<file path="src/ahb_settings.svh">
`ifndef AHB_SETTINGS_SVH
`define AHB_SETTINGS_SVH

// bus address width in bits
`define AHB_ADDR_W 32

// wrap window of a 4-beat word burst, in bytes
`define AHB_WRAP_BYTES 16

// beat buffer entries, power of two
`define BEAT_FIFO_DEPTH 4

`endif

</file>
<file path="src/ahb_pkg.sv">
`include "ahb_settings.svh"

package ahb_pkg;

    typedef logic [`AHB_ADDR_W-1:0] ahb_addr_t; // byte address
    typedef logic [1:0] beat_cnt_t;              // beat index in a burst

    // htrans encodings
    typedef enum logic [1:0] {
        IDLE   = 2'b00,
        BUSY   = 2'b01,
        NONSEQ = 2'b10,
        SEQ    = 2'b11
    } trans_e;

    // hburst encodings, only the short ones
    typedef enum logic [2:0] {
        SINGLE = 3'b000,
        INCR   = 3'b001,
        WRAP4  = 3'b010,
        INCR4  = 3'b011
    } burst_e;

    typedef struct packed {
        ahb_addr_t addr;
        burst_e    burst;
        logic      write;
    } burst_cmd_t;

    typedef struct packed {
        ahb_addr_t addr;
        trans_e    trans;
        burst_e    burst;
        logic      write;
    } ahb_beat_t;

endpackage

</file>
<file path="src/ahb_issue.sv">
`timescale 1ns/1ps

module ahb_issue import ahb_pkg::*; (
    input  logic      clk,
    input  logic      rstn,
    input  ahb_beat_t head,
    input  logic      empty,
    input  logic      hready,
    output logic      pop,
    output ahb_addr_t haddr,
    output trans_e    htrans,
    output burst_e    hburst,
    output logic      hwrite
);

    ahb_addr_t haddr_nxt;
    trans_e    htrans_nxt;
    burst_e    hburst_nxt;
    logic      hwrite_nxt;

    // take the head on the edge that ends the current address phase
    assign pop = hready && !empty;

    always_comb begin
        haddr_nxt  = haddr;
        htrans_nxt = htrans;
        hburst_nxt = hburst;
        hwrite_nxt = hwrite;
        if (hready) begin
            if (!empty) begin
                haddr_nxt  = head.addr;
                htrans_nxt = head.trans;
                hburst_nxt = head.burst;
                hwrite_nxt = head.write;
            end else begin
                htrans_nxt = IDLE; // nothing queued
            end
        end
        // hready low holds the whole address phase
    end

    always_ff @(posedge clk or negedge rstn) begin
        if (!rstn) begin
            haddr  <= '0;
            htrans <= IDLE;
            hburst <= SINGLE;
            hwrite <= 1'b0;
        end else begin
            haddr  <= haddr_nxt;
            htrans <= htrans_nxt;
            hburst <= hburst_nxt;
            hwrite <= hwrite_nxt;
        end
    end

endmodule

</file>
<file path="src/beat_fifo.sv">
`timescale 1ns/1ps
`include "ahb_settings.svh"

module beat_fifo import ahb_pkg::*; (
    input  logic      clk,
    input  logic      rstn,
    input  ahb_beat_t wr_beat,
    input  logic      push,
    input  logic      pop,
    output ahb_beat_t head,
    output logic      full,
    output logic      empty
);

    localparam int DEPTH = `BEAT_FIFO_DEPTH;
    localparam int PTR_W = $clog2(DEPTH);
    localparam int CNT_W = $clog2(DEPTH + 1);

    ahb_beat_t        mem [DEPTH];
    logic [PTR_W-1:0] wr_ptr;
    logic [PTR_W-1:0] rd_ptr;
    logic [CNT_W-1:0] count;
    logic             do_push;
    logic             do_pop;

    assign full  = (count == CNT_W'(DEPTH));
    assign empty = (count == '0);

    // a push into a full fifo only lands when a pop frees the slot
    assign do_pop  = pop && !empty;
    assign do_push = push && (!full || do_pop);

    assign head = mem[rd_ptr];

    always_ff @(posedge clk or negedge rstn) begin
        if (!rstn) begin
            wr_ptr <= '0;
            rd_ptr <= '0;
            count  <= '0;
        end else begin
            if (do_push) begin
                wr_ptr <= wr_ptr + PTR_W'(1); // wraps at depth
            end
            if (do_pop) begin
                rd_ptr <= rd_ptr + PTR_W'(1);
            end
            case ({do_push, do_pop})
                2'b10:   count <= count + CNT_W'(1);
                2'b01:   count <= count - CNT_W'(1);
                default: count <= count;
            endcase
        end
    end

    // storage, no reset
    always_ff @(posedge clk) begin
        if (do_push) begin
            mem[wr_ptr] <= wr_beat;
        end
    end

endmodule

</file>
<file path="src/burst_addr_gen.sv">
`timescale 1ns/1ps

module burst_addr_gen import ahb_pkg::*; (
    input  logic       clk,
    input  logic       rstn,
    input  burst_cmd_t cmd,
    input  logic       cmd_strobe,
    input  logic       full,
    output ahb_beat_t  beat,
    output logic       push,
    output logic       cmd_busy
);

    localparam int ADDR_W = $bits(ahb_addr_t);
    localparam int WRAP_W = 4; // 16-byte wrap window

    typedef enum logic {
        GEN_IDLE,
        GEN_RUN
    } gen_state_e;

    gen_state_e        state;
    ahb_addr_t         base;       // start address, window bits cleared
    logic [WRAP_W:0]   offset;     // byte offset of the held beat
    logic [WRAP_W:0]   offset_nxt;
    beat_cnt_t         cnt;
    beat_cnt_t         last_cnt;
    logic              accept;
    logic              advance;

    assign cmd_busy = (state == GEN_RUN);
    assign accept   = (state == GEN_IDLE) && cmd_strobe; // strobe while busy is dropped

    // held beat goes out whenever the fifo has room
    assign push    = (state == GEN_RUN) && !full;
    assign advance = push && (cnt != last_cnt);

    // index of the final beat
    always_comb begin
        case (beat.burst)
            WRAP4,
            INCR4:   last_cnt = 2'd3;
            default: last_cnt = 2'd0; // single, INCR treated as one beat
        endcase
    end

    // next offset, wrapping inside the window for WRAP4
    always_comb begin
        if (beat.burst == WRAP4) begin
            offset_nxt = {1'b0, offset[WRAP_W-1:0] + WRAP_W'(4)};
        end else begin
            offset_nxt = offset + (WRAP_W+1)'(4);
        end
    end

    always_ff @(posedge clk or negedge rstn) begin
        if (!rstn) begin
            state <= GEN_IDLE;
            cnt   <= '0;
        end else begin
            case (state)
                GEN_IDLE: begin
                    if (accept) begin
                        state <= GEN_RUN;
                        cnt   <= '0;
                    end
                end
                GEN_RUN: begin
                    if (push) begin
                        if (cnt == last_cnt) begin
                            state <= GEN_IDLE;
                        end else begin
                            cnt <= cnt + 2'd1;
                        end
                    end
                end
                default: state <= GEN_IDLE;
            endcase
        end
    end

    // beat payload, held while full is high
    always_ff @(posedge clk) begin
        if (accept) begin
            base       <= {cmd.addr[ADDR_W-1:WRAP_W], WRAP_W'(0)};
            offset     <= {1'b0, cmd.addr[WRAP_W-1:0]};
            beat.addr  <= cmd.addr;
            beat.trans <= NONSEQ;
            beat.burst <= cmd.burst;
            beat.write <= cmd.write;
        end else if (advance) begin
            offset     <= offset_nxt;
            beat.addr  <= base + ahb_addr_t'(offset_nxt);
            beat.trans <= SEQ;
        end
    end

endmodule

</file>
<file path="src/burst_master.sv">
`timescale 1ns/1ps

module burst_master import ahb_pkg::*; (
    input  logic       clk,
    input  logic       rstn,
    input  burst_cmd_t cmd,
    input  logic       cmd_strobe,
    output logic       cmd_busy,
    input  logic       hready,
    output ahb_addr_t  haddr,
    output trans_e     htrans,
    output burst_e     hburst,
    output logic       hwrite
);

    ahb_beat_t gen_beat; // producer to fifo
    logic      gen_push;
    logic      fifo_full;
    ahb_beat_t fifo_head; // fifo to issuer
    logic      fifo_empty;
    logic      issue_pop;

    burst_addr_gen burst_addr_gen_i (
        .clk        (clk),
        .rstn       (rstn),
        .cmd        (cmd),
        .cmd_strobe (cmd_strobe),
        .full       (fifo_full),
        .beat       (gen_beat),
        .push       (gen_push),
        .cmd_busy   (cmd_busy)
    );

    beat_fifo beat_fifo_i (
        .clk     (clk),
        .rstn    (rstn),
        .wr_beat (gen_beat),
        .push    (gen_push),
        .pop     (issue_pop),
        .head    (fifo_head),
        .full    (fifo_full),
        .empty   (fifo_empty)
    );

    // address phase registers
    ahb_issue ahb_issue_i (
        .clk    (clk),
        .rstn   (rstn),
        .head   (fifo_head),
        .empty  (fifo_empty),
        .hready (hready),
        .pop    (issue_pop),
        .haddr  (haddr),
        .htrans (htrans),
        .hburst (hburst),
        .hwrite (hwrite)
    );

endmodule

</file>
<file path="config.mk">
export PLATFORM = sky130hd
export DESIGN_NAME = burst_master
export DESIGN_NICKNAME = d
export VERILOG_FILES = /design/src/ahb_pkg.sv /design/src/ahb_issue.sv /design/src/beat_fifo.sv /design/src/burst_addr_gen.sv /design/src/burst_master.sv
export VERILOG_INCLUDE_DIRS = /design/src /design/src/src
export SDC_FILE = /design/constraint.sdc
export NUM_CORES = 1
export LEC_CHECK = 0
export ABC_AREA = 1
export BUFFER_PORTS_ARGS = -buffer_cell sky130_fd_sc_hd__buf_2
export CORE_AREA = 2 2 177 110
export CTS_CLUSTER_DIAMETER = 50
export DETAILED_ROUTE_END_ITERATION = 6
export DIE_AREA = 0 0 179 112
export GPL_ROUTABILITY_DRIVEN = 0
export PLACE_DENSITY_LB_ADDON = 0.3
export RECOVER_POWER = 50
export SLEW_MARGIN = 15
export SYNTH_ARGS = -nofsm -noshare
export SYNTH_HDL_FRONTEND = slang
export SYNTH_SLANG_ARGS = --single-unit
</file>
<file path="constraint.sdc">
create_clock -name clk -period 4.7 [get_ports clk]
set_input_delay 0.47 -clock clk [delete_from_list [all_inputs] [get_ports clk]]
set_output_delay 0.47 -clock clk [all_outputs]
set_load 0.005 [all_outputs]
</file>
==> results of run 1 <==
==> per-stage QoR <==
stage	util	worst slack (ns)	instance area [um2]	hold slack, ns
3_5_place_dp	0.619	2.13	11500	0.468
6_report	0.657	1.82	12100	0.136
3_3_place_gp	0.619	2.21	11500	0.457
2_1_floorplan	-	2.05	10800	0.174
5_1_grt	0.657	1.21	12100	0.128
4_1_cts	0.662	2.22	12300	0.110
==> per-layer routing <==
metal	vias to the layer above	wire length [um]	track usage
met4	0	336	0.0412
met5	-	0	0
met3	33	1930	0.0348
met2	323	9710	0.338
li1	3337	-	-
met1	3314	11100	0.390
==> flip-flops by register name (all words and copies together) (netlist names) <==
register / count
burst_addr_gen_i.offset: 5
ahb_issue_i.hburst: 3
beat_fifo_i.mem: 148
beat_fifo_i.rd_ptr: 2
ahb_issue_i.hwrite: 1
beat_fifo_i.wr_ptr: 2
burst_addr_gen_i.cnt: 2
ahb_issue_i.haddr: 32
burst_addr_gen_i.cmd_busy: 1
ahb_issue_i.htrans: 2
burst_addr_gen_i.base: 28
beat_fifo_i.count: 3
burst_addr_gen_i.beat: 37
==> worst paths after layout <==
path / startpoint / endpoint / slack, ns / cells after the start
worst min register to register: burst_addr_gen_i.offset[4] / burst_addr_gen_i.offset[4] / 0.47 / 2
min in group asynchronous: rstn / ahb_issue_i.hburst[0] / 1.01 / 2
worst max-delay path: rstn / beat_fifo_i.rd_ptr[1] / 1.82 / 2
worst max register to register: burst_addr_gen_i.cmd_busy / burst_addr_gen_i.beat[26] / 2.21 / 4
max in group clk: burst_addr_gen_i.cmd_busy / burst_addr_gen_i.beat[26] / 2.21 / 4
worst min-delay path: cmd[1] / burst_addr_gen_i.beat[1] / 0.14 / 1
==> synthesized netlist by cell type <==
cell type,count
xnor2_1,4
or2_1,1
and2_1,1
fa_1,1
o21ai_0,91
buf_1,2
inv_2,4
dfrtp_1,48
ha_1,8
buf_6,1
nand2_2,3
nand2_4,2
nor2_1,228
inv_1,45
clkbuf_1,13
nand4_1,1
o21ai_4,1
nor2_4,5
edfxtp_1,216
nand3_1,33
buf_2,13
xor2_1,7
a21oi_1,2
a22o_1,1
nand3_2,1
a31oi_4,1
nor2_2,7
o22ai_1,1
nor2_8,1
a31oi_1,37
dfxtp_1,2
nand2_1,139
o21ai_1,2
or2_2,1
buf_4,10
==> cells by family (layout without fill, tap and decap cells) <==
| family | count (synthesis) | count (layout) |
|---|---|---|
| AOI/OAI and AO/OA | 136 | 136 |
| adders and majority gates | 9 | 9 |
| xor gates and xnor gates | 11 | 11 |
| buffers and inverters | 88 | 183 |
| and+or+nand+nor | 423 | 423 |
| DFF | 266 | 266 |
==> power by group <==
part	total [mW]	internal (mW)	leakage [nW]	switching [mW]
Clock	1.96	1.11	0.389	0.853
Sequential	4.30	3.82	2.59	0.472
Combinational	2.37	0.702	1.56	1.67
Total	8.63	5.64	4.53	3.00
==> final cells by class <==
cell class / instances / share of cell area
Clock buffer: 29 / 0.0536
Clock inverter: 15 / 0.0122
Inverter: 49 / 0.0151
Multi-Input combinational cell: 579 / 0.222
Sequential cell: 266 / 0.636
Tap cell: 246 / 0.0253
Timing Repair Buffer: 90 / 0.0354
==> metrics.md, run 1 <==
| Metric | Value |
|---|---|
| Net count after synthesis | `about 980` |
| Largest family of logic cells by synthesized area | `simple AND/OR/NAND/NOR gates` |
| Placed cell count | `1230` |
| Compound-cell area share of the yosys netlist | `0.0701` |
| Flip-flop and latch count after synthesis | `266` |
| Buffer type at the clock tree root | `clkbuf_16` |
| Final setup violating endpoints | `0` |
| Final critical delay including setup and external delays | `2.88 ns` |
| Count of standard-cell rows | `39` |
| Total Wirelength | `23.0 mm` |
| Initial antenna violation count | `0` |
| Violated checks | `capacitance limit, slew limit` |
| Post-Route Skew | `0.00833 ns` |
| Multiplexer area fraction after synthesis | `0` |
| Depth of the CTS H-tree | `1` |
| Critical Path Slowest Stage Cell | `clkbuf_1` |
| Die area | `20000 um2` |
| DR pass1 iterations | `5` |
| Leakage dissipation | `between 4 and 5 nW` |
| Count of max-cap constraint violations | `1` |
| Die Span X | `179 um` |
| Hold Path Class | `in2reg` |
| Violation count after the first detailed-route iteration | `733` |
| Worst-path maximum fanout | `48` |
| Post-Synth Adder-Cell Area | `0.0111` |
| Post-cts repair resize count | `0` |
| Largest incremental delay on the critical path | `2.07 ns` |
| Arrival time worst endpoint | `2.63 ns` |
| Drt via density | `5.50` |
| Result of the run | `finished, violations left` |
| Post CTS Setup Buffer Count | `0` |
| Critical Path RT | `4.45 ns` |
| Least-Margin Pin Slew | `2.94 ns` |
| Startpoint type of the worst setup path | `input port` |
| Global route total overflow | `0` |
| IO Port Bufs | `78` |
| Core region area | `18500 um2` |
| Clock buffer depth | `3` |
| Final total power | `around 8.6 mW` |
| Largest cells by area after synthesis | `edfxtp_1 60%, dfrtp_1 11%, nor2_1 7.9%` |
| Global-route wire length before repair | `36.0 mm` |
| YS warnings | `0` |
| Sinks on Clock Net | `266` |
| Multi-input combinational cell area | `2700 um2` |
| Number of standard cells in the final layout excluding fillers | `1274` |
| Height of the die | `between 100 and 150 um` |
| Clock tree from TritonCTS | `yes` |
| Post-detailed-placement half-perimeter wirelength | `around 14 mm` |
| Part of the cycle the worst path needs | `0.613` |
| Area share of the leading cell type in the synthesized netlist | `0.599` |
| Worst Path Class, Setup | `in2async` |
| Total area of sequential cells | `7730 um2` |
| Maximum number of pins on one net before global-route repair | `77` |
| Power per Cell Area | `~710 nW/um2` |
| Wirelength per Cell | `18.1 um` |
| Delay-heaviest family, CP | `buffers and inverters` |
| Category of the worst setup path capture point | `async pin` |
| Final antenna diode count | `0` |
| Maximum vdd drop | `between 0.4 and 0.5 mV` |
| Critical-path cell list | `buf_2 > clkbuf_1` |
| Clock Latency Late Sink | `0.51 ns` |
| Area Overhead vs Synth | `12.1%` |
| Unrepaired setup endpoints after global routing | `no` |
| Cells after Synth | `933` |
| Remaining design rule violation count | `0` |
| Total Neg Setup Slack | `0 ns` |
| Via count of the first global-routing pass | `between 6000 and 7000` |
| Cell type with the highest aggregate area in the netlist | `edfxtp_1` |
| Number of fillers in the final layout | `~1400` |
| Maximum achievable frequency | `around 350 MHz` |
| Overall global routing resource usage | `0.236` |
| Worst path bufs/invs | `2` |
| Simple-gate share of the synthesized area | `0.161` |
| Cts-stage hold buffer count | `0` |
| Most frequent standard cell in the layout excluding fill and tap cells | `nor2_1` |
| TritonCTS buffer count | `24` |
| Syn avg cell area | `roughly 12 um2` |
| Xor and xnor area share after synthesis | `0.00889` |
| Share of layout cells above drive strength 1 | `0.113` |
| Final-report max-slew violation count | `49` |
| Net total in the final layout | `~1100` |
| Count of vias placed by the detailed router | `around 7000` |
| Top library cells by usage in the layout, fill and taps aside | `228 x nor2_1, 216 x edfxtp_1, 140 x nand2_1` |
| Number of distinct standard cells referenced by the synthesized netlist | `35` |
| Max-slew headroom at the worst pin | `-0.957` |
| Number of antenna-violating nets in the routed design | `0` |
| Share of synthesized area occupied by flip-flops and latches | `0.713` |
| Initial standard-cell utilization of the core | `0.586` |
| Ports placed on the boundary | `79` |
| Hold Vio Cnt, Final | `0` |
| Post-Syn Area | `10800 um2` |
| Clock transition at the register clock pins on the worst setup and hold paths after CTS | `0.06 ns` |
No activity file was read; power rests on OpenSTA's default activity.
==> run 2: changes to the inputs <==
--- a/config.mk
+++ b/config.mk
@@ -8,10 +8,10 @@
 export LEC_CHECK = 0
 export ABC_AREA = 1
 export BUFFER_PORTS_ARGS = -buffer_cell sky130_fd_sc_hd__buf_2
-export CORE_AREA = 2 2 177 110
+export CORE_AREA = 2 2 186 115
 export CTS_CLUSTER_DIAMETER = 50
 export DETAILED_ROUTE_END_ITERATION = 6
-export DIE_AREA = 0 0 179 112
+export DIE_AREA = 0 0 188 117
 export GPL_ROUTABILITY_DRIVEN = 0
 export PLACE_DENSITY_LB_ADDON = 0.3
 export RECOVER_POWER = 50
==> constraint.sdc (replaced) <==
create_clock -name clk -period 2.6 [get_ports clk]
set_input_delay 0.26 -clock clk [delete_from_list [all_inputs] [get_ports clk]]
set_output_delay 0.26 -clock clk [all_outputs]
set_load 0.005 [all_outputs]
==> metrics.md, run 2 (synthesis results as in run 1) <==
| Metric | Value |
|---|---|
| Via count of the first global-routing pass | `6577 (-0.030%)` |
| Least-Margin Pin Slew | `1.71 ns (-1.23 ns)` |
| TritonCTS buffer count | `25 (+4.2%)` |
| Violated checks | `capacitance limit, slew limit` |
| Result of the run | `finished, violations left` |
| Total Wirelength | `23.5 mm (+2.2%)` |
| Minimum setup slack among reg-to-reg paths | `0.25 ns (-1.96 ns)` |
| Number of standard cells in the final layout excluding fillers | `1345 (+5.6%)` |
| Net Sw Power | `5.47 mW (+83%)` |
| Clock transition at the register clock pins on the worst setup and hold paths after CTS | `0.07 ns (about the same)` |
| Flip-flop count of the largest register after layout | `148 (unchanged)` |
| Final antenna diode count | `0 (unchanged)` |
| Leakage dissipation | `4.68 nW (+3.1%)` |
| Part of the cycle the worst path needs | `0.903` |
| Final design instance area without fill | `12600 um2 (+3.7%)` |
| Hold Vio Cnt, Final | `0 (unchanged)` |
| Top flop regs | `beat_fifo_i.mem: 148 flops, burst_addr_gen_i.beat: 37 flops, ahb_issue_i.haddr: 32 flops` |
| Max-slew headroom at the worst pin | `-0.138 (+0.820)` |
| Count of standard-cell rows | `41 (+5.1%)` |
| Largest incremental delay on the critical path | `0.42 ns (-1.65 ns)` |
| Drt via density | `5.23 (-4.9%)` |
| Clock Latency Late Sink | `0.52 ns (about the same)` |
| Arrival time worst endpoint | `2.61 ns (-0.02 ns)` |
| Worst hold path startpoint | `cmd_strobe` |
| Depth of the most critical reg-to-reg path | `11 (+7)` |
| Clock buffer depth | `3 (unchanged)` |
| Hold Path Class | `in2reg` |
| Post-Route Skew | `0.0162 ns (+0.00791 ns)` |
| Startpoint of the worst register-to-register path | `burst_addr_gen_i.offset[2]` |
| DR pass1 iterations | `5 (unchanged)` |
| Wirelength per Cell | `17.5 um (-3.2%)` |
| Number of fillers in the final layout | `1641 (+18%)` |
| Part of the power in combinational logic | `0.281 (+0.006)` |
| Maximum achievable frequency | `426 MHz` |
| IO Port Bufs | `78 (unchanged)` |
| Category of the worst setup path capture point | `register` |
| Final-report max-slew violation count | `28 (-43%)` |
| Final critical delay including setup and external delays | `about 2.3 ns` |
| Power share of the clock group | `0.228 (about the same)` |
| Most frequent standard cell in the layout excluding fill and tap cells | `nor2_1` |
| Endpoint of the lowest-slack register-to-register path | `burst_addr_gen_i.beat[34]` |
| Global-route wire length before repair | `36.7 mm (+2.1%)` |
| Area Overhead vs Synth | `16.3%` |
| Count of max-cap constraint violations | `1 (unchanged)` |
| Internal power consumption | `10.4 mW (+84%)` |
| Post-detailed-placement cell area | `11600 um2 (+1.2%)` |
| Height of the die | `117 um (+4.5%)` |
| Fraction of power spent switching nets | `0.345 (-0.00212)` |
| Global route total overflow | `0 (unchanged)` |
| Violation count after the first detailed-route iteration | `590 (-20%)` |
| Total Neg Setup Slack | `0 ns (unchanged)` |
| Buffer type at the clock tree root | `clkbuf_16` |
| Initial antenna violation count | `0 (unchanged)` |
| Maximum vdd drop | `1.01 mV (+140%)` |
| Remaining design rule violation count | `0 (unchanged)` |
| Post-route worst setup slack | `0.251 ns (-1.57 ns)` |
| Final setup violating endpoints | `0 (unchanged)` |
| Die Span X | `188 um (+5.0%)` |
| Count of vias placed by the detailed router | `7034 (+0.39%)` |
| Ports placed on the boundary | `79 (unchanged)` |
| Maximum number of pins on one net before global-route repair | `77 (unchanged)` |
| Critical-path cell list | `ha_1 > xnor2_1 > nor2_1 > ha_1 > nand2_2 > nor2_4 > nand2_2 > nor2_4 > nand3_1 > nand3_1 > nand2_1` |
| Sinks on Clock Net | `266 (unchanged)` |
| Minimum setup slack after placement | `0.270 ns (-1.86 ns)` |
| Worst Hold Path Cells | `3 (+2)` |
| Core region area | `20500 um2 (+11%)` |
| Hold slack final | `0.0155 ns (-0.120 ns)` |
| Worst-path maximum fanout | `6 (-88%)` |
| Depth of the CTS H-tree | `1 (unchanged)` |
| Worst Path Class, Setup | `reg2reg` |
| Net total in the final layout | `1097 (+3.6%)` |
| Critical Path Slowest Stage Cell | `edfxtp_1` |
| Overall global routing resource usage | `0.219 (-0.0175)` |
| Sequential fraction of design power | `0.491 (-0.007)` |
| Share of layout cells above drive strength 1 | `0.0976 (-0.0153)` |
| Power per Cell Area | `1260 nW/um2 (+77%)` |
| Startpoint type of the worst setup path | `register` |
| Initial standard-cell utilization of the core | `0.529 (-0.0565)` |
| Worst Hold Path EP | `burst_addr_gen_i.cmd_busy` |
| Top library cells by usage in the layout, fill and taps aside | `227 x nor2_1, 216 x edfxtp_1, 139 x nand2_1` |
| Die area | `22000 um2 (+9.7%)` |
| Number of antenna-violating nets in the routed design | `0 (unchanged)` |
| Unrepaired setup endpoints after global routing | `no` |
| Register bank with the most flops | `beat_fifo_i.mem` |
| Placed cell count | `1267 (+3.0%)` |
| Post-detailed-placement half-perimeter wirelength | `14.5 mm (+2.2%)` |
| Clock tree from TritonCTS | `yes` |
| Critical Path RT | `2.86 ns (-1.59 ns)` |
## run 2: cell types whose count changed in the layout (fill, tap and decap cells not counted), sizes merged
cell         before  now
dlygate4sd3       0   33
clkbuf           66   87
buf              53   42
clkinv           12    7
clkinvlp          2    1
inv              48   49
## run 2: area by class of cell
cell class | count | area, um2 | share of cell area
Clock buffer | 35 | 693 | 0.0550
Clock inverter | 10 | 114 | 0.00904
Inverter | 49 | 184 | 0.0146
Multi-Input combinational cell | 579 | 2710 | 0.215
Sequential cell | 266 | 7730 | 0.614
Tap cell | 279 | 349 | 0.0277
Timing Repair Buffer | 127 | 817 | 0.0649
## run 2: worst max path at each step
| stage | from | to | slack (ns) | cells after the start |
|---|---|---|---|---|
| after detailed placement | burst_addr_gen_i.offset[2] | burst_addr_gen_i.beat[30] | 0.27 | 11 |
| after CTS | burst_addr_gen_i.offset[2] | burst_addr_gen_i.beat[34] | 0.26 | 11 |
| after floorplan | beat_fifo_i.wr_ptr[0] | beat_fifo_i.mem[2][0] | -0.05 | 4 |
| after global routing | burst_addr_gen_i.offset[2] | burst_addr_gen_i.beat[23] | 0.06 | 10 |
| final | burst_addr_gen_i.offset[2] | burst_addr_gen_i.beat[34] | 0.25 | 11 |
| after global placement | burst_addr_gen_i.offset[2] | burst_addr_gen_i.beat[34] | 0.36 | 11 |
## run 2: routing by layer
metal / GRT usage / share of wire
met5: 0 / 0
met1: 0.345 / 0.50
met3: 0.0355 / 0.061
met4: 0.0441 / 0.014
met2: 0.324 / 0.42
## run 2: metrics by stage
step                      total power [mW]   util
after floorplan                       10.6      -
after global routing                  16.8  0.615
final                                 15.9  0.615
after CTS                             16.1  0.622
after detailed placement              12.4  0.566
after global placement                12.3  0.566
## run 2: timing repair
item,in CTS,in global routing
endpoints found under the hold margin,57,0
endpoints found under the setup margin,0,0
hold buffers,33,0
buffers inserted,0,0
resized for setup,0,0
## run 2: power groups by stage
stage,clock (mW),combinational [mW],sequential [mW]
after floorplan,0,3.01,7.58
after global placement,0,4.46,7.80
after detailed placement,0,4.57,7.86
after CTS,3.66,4.62,7.78
after global routing,3.83,5.01,7.97
final,3.61,4.46,7.78
## run 2: worst max-delay path: cells and delay by family (launching register included)
kind	cells	cell delay, ns
flip-flops	1	0.42
adder cells (fa/ha/maj)	2	0.47
XOR/XNOR	1	0.12
AND/OR/NAND/NOR	8	1.09
